**src/cpu_defines.svh**
```systemverilog
`ifndef CPU_DEFINES_SVH
`define CPU_DEFINES_SVH

//////////////////////////////////////////////////
// datapath widths
//////////////////////////////////////////////////

// integer register and data word width
`define XLEN 32
// 32 architectural registers
`define REG_ADDR_W 5

//////////////////////////////////////////////////
// memories and reset
//////////////////////////////////////////////////

// instruction memory size in words
`define IMEM_DEPTH 256
// data memory size in words
`define DMEM_DEPTH 256

// first fetch address once reset is released
`define RESET_PC 32'h0000_0000

`endif

```
**src/cpu_pkg.sv**
```systemverilog
`include "cpu_defines.svh"

package cpu_pkg;

  // one data word and one register index
  typedef logic [`XLEN-1:0]       word_t;
  typedef logic [`REG_ADDR_W-1:0] reg_addr_t;

  // major opcodes handled by this core
  typedef enum logic [6:0] {
    OPC_OP     = 7'b0110011,
    OPC_OP_IMM = 7'b0010011,
    OPC_LOAD   = 7'b0000011,
    OPC_STORE  = 7'b0100011,
    OPC_BRANCH = 7'b1100011,
    OPC_JAL    = 7'b1101111
  } opcode_t;

  // alu operations
  typedef enum logic [3:0] {
    ALU_ADD,
    ALU_SUB,
    ALU_AND,
    ALU_OR,
    ALU_XOR,
    ALU_SLT,
    ALU_SLTU,
    ALU_SLL,
    ALU_SRL,
    ALU_SRA
  } alu_func_t;

  // execute operand source
  typedef enum logic [1:0] {
    FWD_REG,
    FWD_MEM,
    FWD_WB
  } fwd_sel_t;

  // register writeback source
  typedef enum logic [1:0] {
    WB_ALU,
    WB_LOAD,
    WB_PC4
  } wb_sel_t;

endpackage

```
**src/execute_stage.sv**
```systemverilog
`include "cpu_defines.svh"

module execute_stage import cpu_pkg::*; (
  input  logic       clk,
  input  logic       rstn,
  input  word_t      ex_pc,
  input  word_t      ex_rs1_val,
  input  word_t      ex_rs2_val,
  input  word_t      ex_imm,
  input  reg_addr_t  ex_rs2,
  input  reg_addr_t  ex_rd,
  input  alu_func_t  ex_alu_func,
  input  logic       ex_alu_src,
  input  logic       ex_branch,
  input  logic       ex_jump,
  input  logic       ex_mem_read,
  input  logic       ex_mem_write,
  input  logic       ex_reg_write,
  input  logic [2:0] ex_funct3,
  input  wb_sel_t    ex_wb_sel,
  input  fwd_sel_t   fwd_a,
  input  fwd_sel_t   fwd_b,
  input  word_t      wb_data,
  output logic       redirect,
  output word_t      redirect_pc,
  output word_t      mem_result,
  output word_t      mem_store_data,
  output reg_addr_t  mem_rd,
  output reg_addr_t  mem_rs2,
  output logic       mem_mem_read,
  output logic       mem_mem_write,
  output logic       mem_reg_write,
  output wb_sel_t    mem_wb_sel,
  output word_t      mem_pc_plus_4
);

  localparam int SHAMT_W = $clog2(`XLEN);

  word_t              rs1_fwd, rs2_fwd, op_b, alu_result;
  logic [SHAMT_W-1:0] shamt;
  logic               cond;

  function automatic word_t fwd_mux(input fwd_sel_t sel,
                                    input word_t    rf_val,
                                    input word_t    mem_val,
                                    input word_t    wb_val);
    case (sel)
      FWD_MEM: return mem_val;
      FWD_WB:  return wb_val;
      default: return rf_val;
    endcase
  endfunction

  // mem_result is the ex/mem alu value of the previous instruction
  assign rs1_fwd = fwd_mux(fwd_a, ex_rs1_val, mem_result, wb_data);
  // also the store data
  assign rs2_fwd = fwd_mux(fwd_b, ex_rs2_val, mem_result, wb_data);
  assign op_b    = ex_alu_src ? ex_imm : rs2_fwd;
  assign shamt   = op_b[SHAMT_W-1:0];

  //////////////////////////////////////////////////
  // alu
  //////////////////////////////////////////////////

  always_comb begin
    case (ex_alu_func)
      ALU_SUB:  alu_result = rs1_fwd - op_b;
      ALU_AND:  alu_result = rs1_fwd & op_b;
      ALU_OR:   alu_result = rs1_fwd | op_b;
      ALU_XOR:  alu_result = rs1_fwd ^ op_b;
      ALU_SLT:  alu_result = word_t'($signed(rs1_fwd) < $signed(op_b));
      ALU_SLTU: alu_result = word_t'(rs1_fwd < op_b);
      ALU_SLL:  alu_result = rs1_fwd << shamt;
      ALU_SRL:  alu_result = rs1_fwd >> shamt;
      ALU_SRA:  alu_result = word_t'($signed(rs1_fwd) >>> shamt);
      default:  alu_result = rs1_fwd + op_b;
    endcase
  end

  // branch condition on the forwarded register values
  always_comb begin
    case (ex_funct3)
      3'b000:  cond = (rs1_fwd == rs2_fwd);
      3'b001:  cond = (rs1_fwd != rs2_fwd);
      3'b100:  cond = ($signed(rs1_fwd) < $signed(rs2_fwd));
      3'b101:  cond = ($signed(rs1_fwd) >= $signed(rs2_fwd));
      default: cond = 1'b0;
    endcase
  end

  // jal and taken branch share the pc-relative target
  assign redirect    = ex_jump || (ex_branch && cond);
  assign redirect_pc = ex_pc + ex_imm;

  //////////////////////////////////////////////////
  // ex/mem register
  //////////////////////////////////////////////////

  always_ff @(posedge clk) begin
    if (!rstn) begin
      mem_mem_read  <= 1'b0;
      mem_mem_write <= 1'b0;
      mem_reg_write <= 1'b0;
    end else begin
      mem_mem_read  <= ex_mem_read;
      mem_mem_write <= ex_mem_write;
      mem_reg_write <= ex_reg_write;
    end
  end

  always_ff @(posedge clk) begin
    mem_result     <= alu_result;
    mem_store_data <= rs2_fwd;
    mem_rd         <= ex_rd;
    mem_rs2        <= ex_rs2;
    mem_wb_sel     <= ex_wb_sel;
    mem_pc_plus_4  <= ex_pc + word_t'(4);
  end

endmodule

```
**config.mk**
```make
export PLATFORM = sky130hd
export DESIGN_NAME = execute_stage
export DESIGN_NICKNAME = d
export VERILOG_FILES = /design/src/cpu_pkg.sv /design/src/execute_stage.sv
export VERILOG_INCLUDE_DIRS = /design/src
export SDC_FILE = /design/constraint.sdc
export NUM_CORES = 1
export LEC_CHECK = 0
export BUFFER_PORTS_ARGS = -buffer_cell sky130_fd_sc_hd__buf_4
export CORE_ASPECT_RATIO = 0.9
export CORE_MARGIN = 3
export CORE_UTILIZATION = 40
export CTS_CLUSTER_SIZE = 28
export DETAILED_ROUTE_END_ITERATION = 10
export MAX_ROUTING_LAYER = met4
export PLACE_DENSITY_LB_ADDON = 0.15
export SKIP_CTS_REPAIR_TIMING = 1
export SYNTH_ARGS = -nofsm -noshare
export SYNTH_HDL_FRONTEND = slang
export SYNTH_SLANG_ARGS = --single-unit
export TNS_END_PERCENT = 100
```
**constraint.sdc**
```tcl
create_clock -name clk -period 9.81 [get_ports clk]
set_input_delay 0.4905 -clock clk [delete_from_list [all_inputs] [get_ports clk]]
set_output_delay 0.4905 -clock clk [all_outputs]
set_load 0.05 [all_outputs]
```
==> flow_metrics.tcl, run 1 <==
set metrics [dict create \
    htreeDepth 3 \
    numCtsBuffers 9 \
    synth.area.top_cells "dfxtp_1 15%, ha_1 13%, mux2i_1 9.5%" \
    r2r_cells 15 \
    synthCells 2108 \
    wl_um 76780 \
    cts_tree "yes" \
    period_minus_slack_ns 6.217 \
    hold_depth 1 \
    die_area_um2 40680 \
    hold_viol_final 0 \
    synth_edf_count 0 \
    p_leak_nw 8.538 \
    synth_top_area_share_pct 14.51 \
    syn_area_um2 15320 \
    yosysWarnings 0 \
    worst-setup-path-type "primary input to primary output" \
    ys.flop_type "dfxtp_1" \
    clk-insertion-delay-late_ns 0.40 \
    clockBufferDepth 2 \
    max-slew-margin-rel_pct 26.25 \
    detail-route-antenna-nets 0 \
    start_util_pct 40.88 \
    skew_ns 0.009794 \
    tns_ns 0 \
    grt_antenna_before_repair 3 \
    grt.total_usage_pct 37.49 \
    ff_latch_area_um2 2222 \
    tightestPinTransition_ns 1.103 \
    p_comb_share_pct 69.6 \
    finalPower_mw 3.347 \
    rsz0062_at_grt "false" \
    core_um2 37470 \
    layout_commonest_cell "buf_4" \
    cp-end-kind "primary output" \
    layout_common_cells "371 x buf_4, 192 x nor2_1, 173 x a21oi_1" \
    cts_root_buf "clkbuf_16" \
    yosys.area.top_type "dfxtp_1" \
    grt_pass1_wl_um 112100 \
    dp_hpwl_um 60350 \
    worstPathCellList "buf_4, inv_1, ha_1, buf_4, inv_2, o21ai_1, inv_1, ha_1, nand4_1, or2_2, nor3_1, a31oi_1, o211ai_1, mux2i_1, nor4b_1, a211oi_1, buf_4" \
    grt_overflow 0 \
    clk_pin_slew_ns 0.08 \
    fin_area_um2 18450 \
    place_congestion 1.015 \
    grt_pass1_vias 17074 \
    critical-path-slowest-cell "o21ai_1" \
    drive_gt1_share_pct 18.74 \
    fin_crit_sh_pct 63.37 \
    nets 2713 \
    finalWorstSetupSlack_ns 3.593 \
    worstHoldPathType "primary input to flip-flop" \
    p_switching_mw 1.891 \
    die_h_um 191.7 \
    ys_ff_latch 111 \
    crit_path_max_incr_delay_ns 0.86 \
    placed_area_um2 18160 \
    dieWidth_um 212.3 \
    async_flop_share_pct 0 \
    cpMostUsedCell "buf_4" \
    rows 67 \
    cp_data_arrival_time_ns 5.73 \
    portBuffers 334 \
    switching_share_pct 56.51 \
    areaGrowthSynthToFinish_pct 20.47 \
    path_max_fanout 34 \
    p_int_mw 1.456 \
    pwr_density_cell_nw_per_um2 181.4 \
    start_kind "primary input" \
    cap_violations 0 \
    drtPass1Iterations 6 \
    cts_sinks 111 \
    setup_viol_count_final 0 \
    synth-seq-area-share_pct 14.51 \
    drv_slew 0 \
    p_clk_share_pct 12.0 \
    syn_nets 2467 \
    status "complete, no violations" \
    first_iter_violations 2089 \
    multi_input_area_um2 11950 \
    boundaryPins 335 \
    pre_cts_ws_ns 3.793 \
    vias_per_cell 6.391 \
    routedWlPerCell_um 26.99 \
    nFillCells 3854 \
    vdd_drop_max_mv 0.1888 \
    synth_area_per_cell_um2 7.267 \
    grt_max_degree 68 \
    seqPwrFrac_pct 18.5 \
    vias 18183 \
    worstPathRequired_ns 9.32 \
    max_freq_ghz 0.1608 \
    netlist-cell-type-count 85 \
    fin_util_pct 49.25 \
    drc 0 \
]
[worst paths after layout]
| kind | slack (ns) | to | startpoint |
|---|---|---|---|
| setup / recovery | 3.59 | redirect | fwd_a[0] |
| hold / removal | 0.19 | mem_rd[1] | ex_rd[1] |
| setup reg to reg | 4.66 | mem_result[0] | mem_result[0] |
| hold reg to reg | 0.69 | mem_store_data[4] | mem_result[4] |
[layout make-up]
type	count	share of cell area (%)
Multi-Input combinational cell	1702	64.74
Clock inverter	7	0.3526
Antenna cell	3	0.04068
Inverter	159	3.234
Clock buffer	9	1.220
Sequential cell	111	12.04
Timing Repair Buffer	371	15.09
Tap cell	483	3.275
[per-layer routing]
metal	vias up	routed length (um)	track usage, %
li1	8289	-	-
met1	8639	33350	50.76
met2	1083	32540	55.35
met3	172	7758	7.725
met4	0	3138	13.30
met5	-	0	-
[critical path: cells and delay by family]
kind | cells | cell delay (ns)
adder cells (fa/ha/maj) | 2 | 0.64
AO/OA/AOI/OAI | 4 | 1.43
AND/OR/NAND/NOR | 4 | 1.08
multiplexers | 1 | 0.56
buffers and inverters | 6 | 1.50
[synth_stat cells, types with 10 or more instances]
master     count
a211o_1       10
a211oi_1      24
a21o_1        42
a21oi_1      174
a221o_1       39
a221oi_1      17
a22oi_1       49
a31oi_1       29
and2_1        10
and3_1        14
buf_1         15
buf_2         37
clkbuf_1      74
dfxtp_1      111
ha_1         165
inv_1        154
mux2i_1      145
nand2_1      144
nand2b_1      11
nand3_1       46
nand4_1       22
nor2_1       192
nor2b_1       24
nor3_1        59
o2111ai_1     11
o211ai_1      30
o21a_1        11
o21ai_0      141
o21ai_1       32
o21bai_1      18
o221ai_1      18
o22ai_1       18
o31ai_1       11
o32ai_1       10
or2_2         10
or3_1         15
xnor2_1       43
xor2_1        16
[power groups by stage]
stage	combinational, mW	sequential, mW	clock, mW
finish	2.33	0.618	0.400
CTS	2.27	0.614	0.412
floorplan	1.25	0.866	0
global route	2.46	0.624	0.424
global placement	2.25	0.627	0
detailed placement	2.26	0.623	0
[cell families (layout without fill, tap and decap cells)]
group / Yosys count / in the layout / share of synthesized area, %
AO/OA/AOI/OAI: 746 / 746 / 32.52
XOR/XNOR: 59 / 59 / 3.373
adder cells (fa/ha/maj): 168 / 168 / 13.87
buffers and inverters: 295 / 546 / 7.964
flip-flops: 111 / 111 / 14.51
multiplexers: 153 / 153 / 10.17
other: 0 / 3 / 0
AND/OR/NAND/NOR: 576 / 576 / 17.59
[per-stage QoR]
stage                     hold slack, ns  instances
after floorplan                   0.5182       2108
after global placement            0.5947       2826
after detailed placement          0.5961       2826
after CTS                         0.1695       2842
after global routing              0.1657       2845
final                             0.1866       2845
[flip-flops by register name, summed over array words and instances, names as in the netlist]
register,count
mem_store_data,32
mem_mem_read,1
mem_mem_write,1
mem_rd,5
mem_wb_sel,2
mem_reg_write,1
mem_rs2,5
mem_pc_plus_4,32
mem_result,32
No activity file was read; power rests on OpenSTA's default activity.
==> run 2, diff against run 1 <==
==> constraint.sdc (replaced) <==
create_clock -name clk -period 5.8 [get_ports clk]
set_input_delay 0.29 -clock clk [delete_from_list [all_inputs] [get_ports clk]]
set_output_delay 0.29 -clock clk [all_outputs]
set_load 0.05 [all_outputs]
==> run 2 against run 1 <==
Against the previous run:
- worst setup slack worse by 2.7 ns
- register-to-register slack got worse by 3.4 ns
- via count is 0.93% higher
- critical path depth rose by 1
- sequential share of layout area is 0.23 points lower
- core utilization increased by 0.95 points
- design area is 1.9% higher
- routed wire length is essentially flat
- power rose by 70%
- first-iteration DRC count increased by 8.2%
- die area did not move
- global-route usage decreased by 0.30 points
- critical path type unchanged
==> flow_metrics.tcl, run 2 (same netlist as run 1, synthesis figures left out) <==
set metrics [dict create \
    status "complete, no violations" \
    worst-path-stages 18 \
    tightestPinTransition_ns 1.110 \
    crit_family "compound AO/OA/AOI/OAI gates" \
    holdWs_ns 0.02208 \
    areaGrowthSynthToFinish_pct 22.80 \
    fin_area_um2 18810 \
    pwr_density_cell_nw_per_um2 303.1 \
    boundaryPins 335 \
    hold_viol_final 0 \
    detail-route-antenna-nets 0 \
    grt_max_degree 68 \
    top_regs "mem_pc_plus_4 (32), mem_result (32), mem_store_data (32)" \
    wl_um 76750 \
    max_freq_ghz 0.2043 \
    drc 0 \
    antenna_cells 0 \
    r2r_end "mem_result[24]" \
    cp_data_arrival_time_ns 4.61 \
    rsz0062_at_grt "false" \
    worstPathRequired_ns 5.51 \
    clk-insertion-delay-late_ns 0.40 \
    first_iter_violations 2260 \
    worst-setup-path-type "primary input to primary output" \
    r2r-start "mem_result[0]" \
    drive_gt1_share_pct 19.53 \
    drv_slew 0 \
    place_congestion 1.047 \
    worstHoldPathType "primary input to flip-flop" \
    portBuffers 334 \
    grt_antenna_before_repair 2 \
    grt_overflow 0 \
    crit_path_max_incr_delay_ns 0.65 \
    hold_end "mem_pc_plus_4[1]" \
    hold_depth 1 \
    setup_viol_count_final 0 \
    vias 18353 \
    nets 2756 \
    path_max_fanout 15 \
    dieWidth_um 212.3 \
    rows 67 \
    htreeDepth 3 \
    cpMostUsedCell "buf_4" \
    cts_sinks 111 \
    worstPathCellList "buf_4, inv_1, ha_1, buf_4, a221o_1, o21ai_1, inv_1, ha_1, nor2b_1, o21a_1, o21ai_0, a21oi_1, a31oi_1, o211ai_1, mux2i_1, nor4b_1, a211oi_1, buf_4" \
    rrSetupSlack_ns 1.23 \
    max-slew-margin-rel_pct 25.74 \
    clk_pin_slew_ns 0.09 \
    vdd_drop_max_mv 0.2787 \
    p_leak_nw 8.738 \
    skew_ns 0.02881 \
    cts_tree "yes" \
    critical-path-slowest-cell "mux2i_1" \
    hold_start "ex_pc[1]" \
    clockBufferDepth 2 \
    r2r_cells 15 \
    vias_per_cell 6.362 \
    routedWlPerCell_um 26.60 \
    cts_root_buf "clkbuf_16" \
    start_kind "primary input" \
    numCtsBuffers 9 \
    dp_hpwl_um 61480 \
    cap_violations 0 \
    period_minus_slack_ns 4.895 \
    fin_crit_sh_pct 84.40 \
    tns_ns 0 \
    die_area_um2 40680 \
    grt_pass1_vias 16876 \
    cp-end-kind "primary output" \
    grt.total_usage_pct 37.19 \
    die_h_um 191.7 \
    finalPower_mw 5.702 \
    layout_common_cells "399 x buf_4, 192 x nor2_1, 173 x a21oi_1" \
    placed_area_um2 18400 \
    drtPass1Iterations 6 \
    core_um2 37470 \
    path_buf_inv 5 \
    grt_pass1_wl_um 110900 \
    nFillCells 3772 \
    start_util_pct 40.88 \
    layout_commonest_cell "buf_4" \
]
[run 2: metrics by stage]
step	setup slack [ns]	std cells	util (%)
finish	0.9050	2885	50.20
global route	0.7894	2885	50.20
CTS	1.060	2872	49.85
detailed placement	0.8592	2856	49.11
global placement	0.9597	2856	49.11
floorplan	1.326	2108	-
[run 2: worst max path at each step]
stage / start / to
after floorplan: fwd_a[0] / redirect
after global placement: fwd_a[1] / mem_result[24]
after detailed placement: fwd_a[0] / mem_result[30]
after CTS: fwd_a[0] / redirect
after global routing: fwd_a[0] / redirect
final: fwd_a[0] / redirect
[run 2: layout make-up]
class,instances,area (um^2),share of cell area (%)
well taps,483,604.3,3.213
multi-input cells,1702,11940,63.49
inverters,159,596.8,3.173
clock inverters,6,51.30,0.2727
flip-flops and latches,111,2222,11.81
repair buffers,414,3166,16.83
clock buffers,10,229.0,1.217
[run 2: report_power, final]
part	leakage (nW)	total (mW)	switching (mW)	internal [mW]
Sequential	0.935	1.04	0.143	0.900
Clock	0.133	0.674	0.373	0.301
Combinational	7.67	3.98	2.68	1.31
Total	8.74	5.70	3.19	2.51
[run 2: per-layer routing]
metal  GRT usage, %  wire length, um
met5              -                0
met3          8.117             7879
met2          55.19            32390
met4          12.66             3064
met1          50.05            33420
