## src/cpu_defines.svh

```systemverilog
`ifndef CPU_DEFINES_SVH
`define CPU_DEFINES_SVH

//////////////////////////////////////////////////
// datapath widths
//////////////////////////////////////////////////

// integer register and data word width
`define XLEN 32
// 32 architectural registers
`define REG_ADDR_W 5

//////////////////////////////////////////////////
// memories and reset
//////////////////////////////////////////////////

// instruction memory size in words
`define IMEM_DEPTH 256
// data memory size in words
`define DMEM_DEPTH 256

// first fetch address once reset is released
`define RESET_PC 32'h0000_0000

`endif

```

## src/cpu_pkg.sv

```systemverilog
`include "cpu_defines.svh"

package cpu_pkg;

  // one data word and one register index
  typedef logic [`XLEN-1:0]       word_t;
  typedef logic [`REG_ADDR_W-1:0] reg_addr_t;

  // major opcodes handled by this core
  typedef enum logic [6:0] {
    OPC_OP     = 7'b0110011,
    OPC_OP_IMM = 7'b0010011,
    OPC_LOAD   = 7'b0000011,
    OPC_STORE  = 7'b0100011,
    OPC_BRANCH = 7'b1100011,
    OPC_JAL    = 7'b1101111
  } opcode_t;

  // alu operations
  typedef enum logic [3:0] {
    ALU_ADD,
    ALU_SUB,
    ALU_AND,
    ALU_OR,
    ALU_XOR,
    ALU_SLT,
    ALU_SLTU,
    ALU_SLL,
    ALU_SRL,
    ALU_SRA
  } alu_func_t;

  // execute operand source
  typedef enum logic [1:0] {
    FWD_REG,
    FWD_MEM,
    FWD_WB
  } fwd_sel_t;

  // register writeback source
  typedef enum logic [1:0] {
    WB_ALU,
    WB_LOAD,
    WB_PC4
  } wb_sel_t;

endpackage

```

## src/hazard_unit.sv

```systemverilog
module hazard_unit import cpu_pkg::*; (
  input  reg_addr_t id_rs1,
  input  reg_addr_t id_rs2,
  input  reg_addr_t ex_rs1,
  input  reg_addr_t ex_rs2,
  input  reg_addr_t ex_rd,
  input  reg_addr_t mem_rd,
  input  logic      ex_mem_read,
  input  logic      mem_reg_write,
  input  logic      wb_we,
  input  reg_addr_t wb_rd,
  output logic      stall,
  output fwd_sel_t  fwd_a,
  output fwd_sel_t  fwd_b
);

  // youngest producer wins
  // memory stage before writeback
  function automatic fwd_sel_t fwd_pick(input reg_addr_t src,
                                        input logic      m_we,
                                        input reg_addr_t m_rd,
                                        input logic      w_we,
                                        input reg_addr_t w_rd);
    if (m_we && m_rd != '0 && m_rd == src) begin
      return FWD_MEM;
    end
    if (w_we && w_rd != '0 && w_rd == src) begin
      return FWD_WB;
    end
    return FWD_REG;
  endfunction

  //////////////////////////////////////////////////
  // load-use stall
  //////////////////////////////////////////////////

  // load in execute feeding the instruction in decode
  // one bubble then writeback forwarding covers it
  assign stall = ex_mem_read && (ex_rd != '0) &&
                 ((ex_rd == id_rs1) || (ex_rd == id_rs2));

  //////////////////////////////////////////////////
  // forward selects
  //////////////////////////////////////////////////

  assign fwd_a = fwd_pick(ex_rs1, mem_reg_write, mem_rd, wb_we, wb_rd);
  assign fwd_b = fwd_pick(ex_rs2, mem_reg_write, mem_rd, wb_we, wb_rd);

endmodule

```

## config.mk

```make
export PLATFORM = sky130hd
export DESIGN_NAME = hazard_unit
export DESIGN_NICKNAME = d
export VERILOG_FILES = /design/src/cpu_pkg.sv /design/src/hazard_unit.sv
export VERILOG_INCLUDE_DIRS = /design/src
export SDC_FILE = /design/constraint.sdc
export NUM_CORES = 1
export LEC_CHECK = 0
export BUFFER_PORTS_ARGS = -buffer_cell sky130_fd_sc_hd__buf_2
export CORE_AREA = 3 3 40 42
export DETAILED_ROUTE_END_ITERATION = 10
export DIE_AREA = 0 0 43 45
export PLACE_DENSITY = 0.71
export SYNTH_ARGS = -nofsm -noshare
export SYNTH_HDL_FRONTEND = slang
export SYNTH_SLANG_ARGS = --single-unit
export TNS_END_PERCENT = 20
```

## constraint.sdc

```tcl
create_clock -name vclk -period 1.5
set_input_delay 0.15 -clock vclk [all_inputs]
set_output_delay 0.15 -clock vclk [all_outputs]
set_load 0.01 [all_outputs]
```

==> results of run 1 <==
==> routing by layer <==
metal  up-vias  GRT usage (%)  share of wire [%]
li1        277              -                  -
met1       218           15.2                 34
met3         4           3.59                 15
met5         -              0                  0
met2        43           28.1                 47
met4         0           4.82                3.2
==> power groups by stage <==
stage | clock, mW | combinational [mW] | sequential [mW]
finish | 0 | 0.203 | 0
global route | 0 | 0.222 | 0
CTS | 0 | 0.203 | 0
detailed placement | 0 | 0.173 | 0
global placement | 0 | 0.170 | 0
floorplan | 0 | 0.0735 | 0
==> layout make-up <==
| type | count | area share [%] |
|---|---|---|
| timing repair buffer | 49 | 39.3 |
| multi-input combinational | 49 | 58.2 |
| tap | 15 | 2.48 |
==> synthesized netlist by cell type, drive strengths merged <==
library cell	count	share of area, %
nor3	2	2.6
nand3	4	5.1
a21oi	1	1.3
xnor2	10	22
nor4	4	9.6
or4	5	9.6
xor2	20	45
o21ai	3	4.8
==> how the worst max path moves through the flow <==
stage	start	end	slack (ns)	depth (start not counted)
finish	wb_rd[4]	fwd_a[1]	-0.01	5
global placement	mem_rd[1]	fwd_b[1]	-0.07	6
detailed placement	mem_rd[1]	fwd_b[1]	-0.09	6
CTS	wb_rd[4]	fwd_b[1]	-0.02	5
global route	wb_rd[4]	fwd_b[1]	-0.07	5
floorplan	mem_rd[1]	fwd_a[1]	0.06	4
==> logic make-up after synthesis <==
kind of cell	after synthesis	synth area share (%)
AOI/OAI and AO/OA	4	6.07
xor gates and xnor gates	30	67.1
and+or+nand+nor	15	26.8
==> through the flow <==
step | setup WS [ns] | util [%] | power (mW)
global placement | -0.0697 | 52.2 | 0.170
detailed placement | -0.0900 | 52.2 | 0.173
finish | -0.0127 | 58.9 | 0.203
global route | -0.0707 | 58.9 | 0.222
floorplan | 0.0562 | - | 0.0735
CTS | -0.0161 | 58.9 | 0.203
==> critical path, cell delays in order <==
cell and delay (ns):
buf_6 0.10, xor2_1 0.15, or4_4 0.54, nor4_2 0.26
buf_2 0.16
==> repair_timing <==
action / 4_1_cts / 5_1_grt
gates cloned: 0 / 0
buffers inserted: 0 / 0
pin swaps: 11 / 0
endpoints found under the setup margin: 2 / 2
hold buffers: 0 / 0
resized for setup: 16 / 0
==> reports/qor.csv, run 1 <==
metric,value,unit
syn2layout_area_growth,93.3,%
drt-vias-per-instance,4.80,
drc,0,
placed_cell_area,671,sq um
grt_max_degree,4,
tns,-0.0211,ns
startpoint_type,input port,
first_global_vias,528,
place.gp.congestion,0.810,
routedWlPerCell,12.3,microns
final_area,757,sq um
fmax,0.661,GHz
hold_viol_final,0,
antennaDiodeCount,0,
synth_cell_type_count,11,
cp_max_fo,3,
clock_power_share,0,%
nNetsFinal,138,
switching_share,45.7,%
peakVddDrop,0.133,mV
overflow,0,
dieArea,0.00194,sq mm
synth_fp_nets,87,
detailed_place_hpwl,1160,microns
seq_cell_count,0,
firstDrtPassIters,4,
stdcell_count,113,
period_minus_slack,1.51,ns
cp-end-kind,primary output,
cp.arrival,1.36,ns
dp_cells,113,
synth_seq_area_share,0,%
tightestPinTransition,0.273,ns
worstHoldStart,ex_mem_read,
grtUsageTotal,14.5,%
final_max_slew_viol_count,0,
worst_ep_required_time,1.35,ns
worstHoldPathCells,4,
rsz0062_at_grt,true,
finalCritPeriodShare,101,%
regArea,0,sq um
status,finished with violations,
hp-class,input port to primary output,
core_region_area,0.00128,sq mm
layout_common_cells,"buf_2, xor2_1, xnor2_1",
yosysWarnings,0,
grt_pass1_wl,2180,microns
holdWs,0.630,ns
antenna_left,0,
multi_input_area,440,sq um
drt_iter0_drc,4,
final.fill_count,115,
initial_utilization,30.5,%
post_synth.cell_area_avg,7.99,sq um
p_leak,0.352,nW
die_h,45,microns
finalSetupViolCount,2,
maxSlewHeadroom,81.7,%
antenna_found_initial,0,
drv_cap,0,
drive_above_1_share,58.2,%
hold_path_end,stall,
combPwrFrac,100.0,%
synthCells,49,
clock_buffers,0,
port_buffers,43,
num_rows,13,
drt_wl_total,1390,microns
critPathKind,input port to primary output,
p_switching,0.0927,mW
failed_checks,setup timing,
p_int,0.110,mW
layout_setup_ws,-0.0127,ns
layout_commonest_cell,buf_2,
power_density,268,mW/mm^2
vias,542,
die_x,43,microns
boundaryPins,43,
seqPwrFrac,0,%
syn-cell-area,392,sq um
(Power assumes the default switching activity.)
==> run 2, diff against run 1 <==
--- a/config.mk
+++ b/config.mk
@@ -11,6 +11,7 @@
 export DETAILED_ROUTE_END_ITERATION = 10
 export DIE_AREA = 0 0 43 45
 export PLACE_DENSITY = 0.71
+export SETUP_SLACK_MARGIN = 0.15
 export SYNTH_ARGS = -nofsm -noshare
 export SYNTH_HDL_FRONTEND = slang
 export SYNTH_SLANG_ARGS = --single-unit
==> reports/qor.csv, run 2 (synthesis results as in run 1) <==
metric,value,unit,change
cp.arrival,1.39,ns,+0.03 ns
hold_viol_final,0,,unchanged
place.gp.congestion,0.728,,-10%
peakVddDrop,0.125,mV,-5.7%
drc,0,,unchanged
nNetsFinal,141,,+2.2%
firstDrtPassIters,1,,-3
finalCritPeriodShare,103,%,+2.1 points
cpPeakStageDelay,0.53,ns,about the same
drt-vias-per-instance,4.76,,-0.79%
startpoint_type,input port,,
antenna_left,0,,unchanged
rsz0062_at_grt,true,,
period_minus_slack,1.54,ns,+0.0321 ns
hp-class,input port to primary output,,
power_density,260,mW/mm^2,-2.9%
worst_ep_required_time,1.35,ns,about the same
final_area,717,sq um,-5.3%
layout_common_cells,"buf_2, xor2_1, xnor2_1",,
crit_family,simple AND/OR/NAND/NOR gates,,
drive_above_1_share,58.4,%,+0.25 points
syn2layout_area_growth,83.1,%,
status,finished with violations,,
grt_pass1_wl,2090,microns,-4.1%
grtUsageTotal,13.3,%,-1.2 points
routedWlPerCell,11.0,microns,-10%
overflow,0,,unchanged
layout_commonest_cell,buf_2,,
p_leak,0.351,nW,-0.40%
core_region_area,0.00128,sq mm,unchanged
tightestPinTransition,0.456,ns,+0.182 ns
antenna_found_initial,0,,unchanged
clock_buffers,0,,unchanged
num_rows,13,,unchanged
vias,552,,+1.8%
crit_buf_inv,3,,+1
boundaryPins,43,,unchanged
finalSetupViolCount,2,,unchanged
crit_chain,buf_2 -> or4_4 -> o21ai_2 -> buf_4 -> nor4_2 -> nor4_2 -> buf_2,,
first_global_vias,555,,+5.1%
grt_max_degree,4,,unchanged
critPathKind,input port to primary output,,
slowest_stage,or4_4,,
layout_setup_ws,-0.0448,ns,-0.0321 ns
dieArea,0.00194,sq mm,unchanged
maxSlewHeadroom,69.3,%,-12 points
die_x,43,microns,unchanged
worstHoldPathCells,4,,unchanged
fin_util,55.8,%,-3.1 points
drv_cap,0,,unchanged
failed_checks,setup timing,,
initial_utilization,30.5,%,unchanged
port_buffers,43,,unchanged
detailed_place_hpwl,1190,microns,+2.1%
cp_max_fo,2,,-1
placed_cell_area,693,sq um,+3.4%
cts_setup_buffers,0,,unchanged
antennaDiodeCount,0,,unchanged
regArea,0,sq um,unchanged
die_h,45,microns,unchanged
final.fill_count,123,,+7.0%
drt_wl_total,1280,microns,-8.1%
seq_cell_count,0,,unchanged
cp-end-kind,primary output,,
drt_iter0_drc,0,,-4
fmax,0.647,GHz,-2.1%
final_max_slew_viol_count,0,,unchanged
path_depth,7,,+2
==> run 2: cell types whose count changed in the layout (fill, tap and decap cells not counted), sizes merged <==
cell  previous run  this run
buf             49        52
==> run 2: repair_timing <==
| action | 4_1_cts | 5_1_grt |
|---|---|---|
| gates cloned | 0 | 0 |
| hold buffers | 0 | 0 |
| endpoints found under the setup margin | 4 | 5 |
| pin swaps | 4 | 2 |
| resized for setup | 4 | 2 |
==> run 2: metal layers <==
layer / part of all wire [%] / vias to the layer above / GRT usage, %
li1: - / 282 / -
met1: 35 / 233 / 14.8
met2: 50 / 37 / 27.5
met3: 15 / 0 / 2.39
met4: 0 / 0 / 0
met5: 0 / - / 0
==> run 2: area by class of cell <==
type | count | area, sq um | area share (%)
multi-input combinational | 49 | 409 | 57.1
timing repair buffer | 52 | 289 | 40.3
tap | 15 | 18.8 | 2.62
==> run 2: path summary, 6_finish.rpt <==
kind / startpoint / slack (ns) / to
hold / removal: ex_mem_read / 0.65 / stall
setup / recovery: mem_rd[1] / -0.04 / fwd_a[1]
==> run 2: power breakdown <==
group          internal, mW  switching, mW
clock                     0              0
combinational         0.104         0.0828
sequential                0              0
==> run 2: stage by stage <==
step	worst slack (ns)	hold slack (ns)	cells	setup TNS, ns	power, mW
after floorplan	0.0562	0.413	49	0	0.0737
final	-0.0448	0.650	116	-0.0517	0.187
after global routing	-0.122	0.685	116	-0.198	0.206
after CTS	-0.0702	0.643	116	-0.126	0.188
after detailed placement	-0.148	0.645	116	-0.227	0.180
after global placement	-0.0826	0.635	116	-0.147	0.176
==> run 3, diff against run 2 <==
--- a/config.mk
+++ b/config.mk
@@ -10,7 +10,7 @@
 export CORE_AREA = 3 3 40 42
 export DETAILED_ROUTE_END_ITERATION = 10
 export DIE_AREA = 0 0 43 45
-export PLACE_DENSITY = 0.71
+export PLACE_DENSITY = 0.67
 export SETUP_SLACK_MARGIN = 0.15
 export SYNTH_ARGS = -nofsm -noshare
 export SYNTH_HDL_FRONTEND = slang
==> reports/qor.csv, run 3 (synthesis results as in run 1) <==
metric,value,unit,change
p_switching,0.0842,mW,+1.7%
core_region_area,0.00128,sq mm,unchanged
first_global_vias,479,,-14%
firstDrtPassIters,4,,+3
detailed_place_hpwl,1110,microns,-6.5%
vias,539,,-2.4%
hold_viol_final,0,,unchanged
die_h,45,microns,unchanged
period_minus_slack,1.54,ns,-0.00542 ns
tns,-0.0536,ns,-0.00195 ns
clock_buffers,0,,unchanged
grt_max_degree,4,,unchanged
boundaryPins,43,,unchanged
failed_checks,setup timing,,
finalCritPeriodShare,103,%,-0.36 points
final_area,747,sq um,+4.2%
total_power,0.194,mW,+3.9%
cp-end-kind,primary output,,
cp_max_fo,2,,unchanged
cts_hold_buf,0,,unchanged
seqPwrFrac,0,%,unchanged
place.gp.congestion,0.778,,+7.0%
grtUsageTotal,12.4,%,-0.91 points
drv_cap,0,,unchanged
layout_setup_ws,-0.0394,ns,+0.00542 ns
grtUsageMet3,1.59,%,-0.80 points
hp-class,input port to primary output,,
layout_commonest_cell,buf_2,,
layout_common_cells,"buf_2, xor2_1, xnor2_1",,
cts_setup_buffers,0,,unchanged
drt-vias-per-instance,4.65,,-2.4%
fin_util,58.1,%,+2.3 points
antennaDiodeCount,0,,unchanged
critPathKind,input port to primary output,,
grt_pass1_wl,1890,microns,-9.6%
p_leak,0.358,nW,+1.9%
drive_above_1_share,59.4,%,+0.99 points
peakVddDrop,0.132,mV,+5.9%
seq_cell_count,0,,unchanged
routedWlPerCell,10.6,microns,-4.0%
tightestPinTransition,0.317,ns,-0.139 ns
placed_cell_area,693,sq um,unchanged
port_buffers,43,,unchanged
overflow,0,,unchanged
final_max_slew_viol_count,0,,unchanged
regArea,0,sq um,unchanged
busiest_layer,met2,,
status,finished with violations,,
power_density,260,mW/mm^2,-0.30%
worstHoldStart,ex_mem_read,,
clock_power_share,0,%,unchanged
initial_utilization,30.5,%,unchanged
drt_wl_total,1230,microns,-4.0%
dieArea,0.00194,sq mm,unchanged
place_ws,-0.107,ns,+0.0411 ns
fmax,0.650,GHz,+0.35%
antenna_found_initial,0,,unchanged
combPwrFrac,100.0,%,about the same
cp.arrival,1.39,ns,about the same
startpoint_type,input port,,
worst_ep_required_time,1.35,ns,about the same
drt_iter0_drc,1,,+1
die_x,43,microns,unchanged
syn2layout_area_growth,90.7,%,
switching_share,43.4,%,-0.94 points
finalSetupViolCount,2,,unchanged
p_int,0.110,mW,+5.6%
antenna_left,0,,unchanged
use_met1,13.8,%,-0.95 points
maxSlewHeadroom,78.7,%,+9.4 points
nNetsFinal,141,,unchanged
crit_path_start,ex_rs1[4],,
num_rows,13,,unchanged
met2_usage,26.0,%,-1.5 points
drc,0,,unchanged
rsz0062_at_grt,true,,
final.fill_count,114,,-7.3%
run 3: cell count changes in the layout (fill, tap and decap cells not counted):
| cell | delta |
|---|---|
| nor4_2 | +1 |
| buf_6 | +3 |
| buf_4 | -1 |
| buf_2 | -2 |
| o21ai_4 | +1 |
| nor4_1 | -1 |
| o21ai_2 | -1 |
run 3: final cells by class:
| type | instances | area [sq um] | area share (%) |
|---|---|---|---|
| timing repair buffer | 52 | 305 | 40.9 |
| tap | 15 | 18.8 | 2.51 |
| multi-input combinational | 49 | 423 | 56.6 |
run 3: timing repair:
| action | in CTS | in global routing |
|---|---|---|
| resized for setup | 10 | 1 |
| pin swaps | 7 | 1 |
| setup endpoints to repair | 3 | 5 |
run 3: path summary, 6_finish.rpt:
check / slack (ns) / end / depth (start not counted)
setup / recovery: -0.04 / fwd_a[1] / 5
hold / removal: 0.63 / stall / 4
run 3: per-layer routing:
metal / share of wire, % / vias up
met5: 0 / -
met4: 0 / 0
met3: 15 / 0
met2: 50 / 37
met1: 36 / 223
li1: - / 279
run 3: metrics by stage:
stage	cells	hold WS (ns)
floorplan	49	0.413
global placement	116	0.629
detailed placement	116	0.634
CTS	116	0.632
global route	116	0.689
finish	116	0.633
run 3: power groups by stage:
stage	logic, mW	registers, mW	clock network [mW]
after floorplan	0.0737	0	0
after global placement	0.175	0	0
after detailed placement	0.178	0	0
after CTS	0.196	0	0
after global routing	0.214	0	0
final	0.194	0	0
run 3: worst max-delay path: stages:
cell and delay [ns]:
buf_2 0.12, xor2_1 0.16, or4_4 0.54, nor4_2 0.26
buf_2 0.16
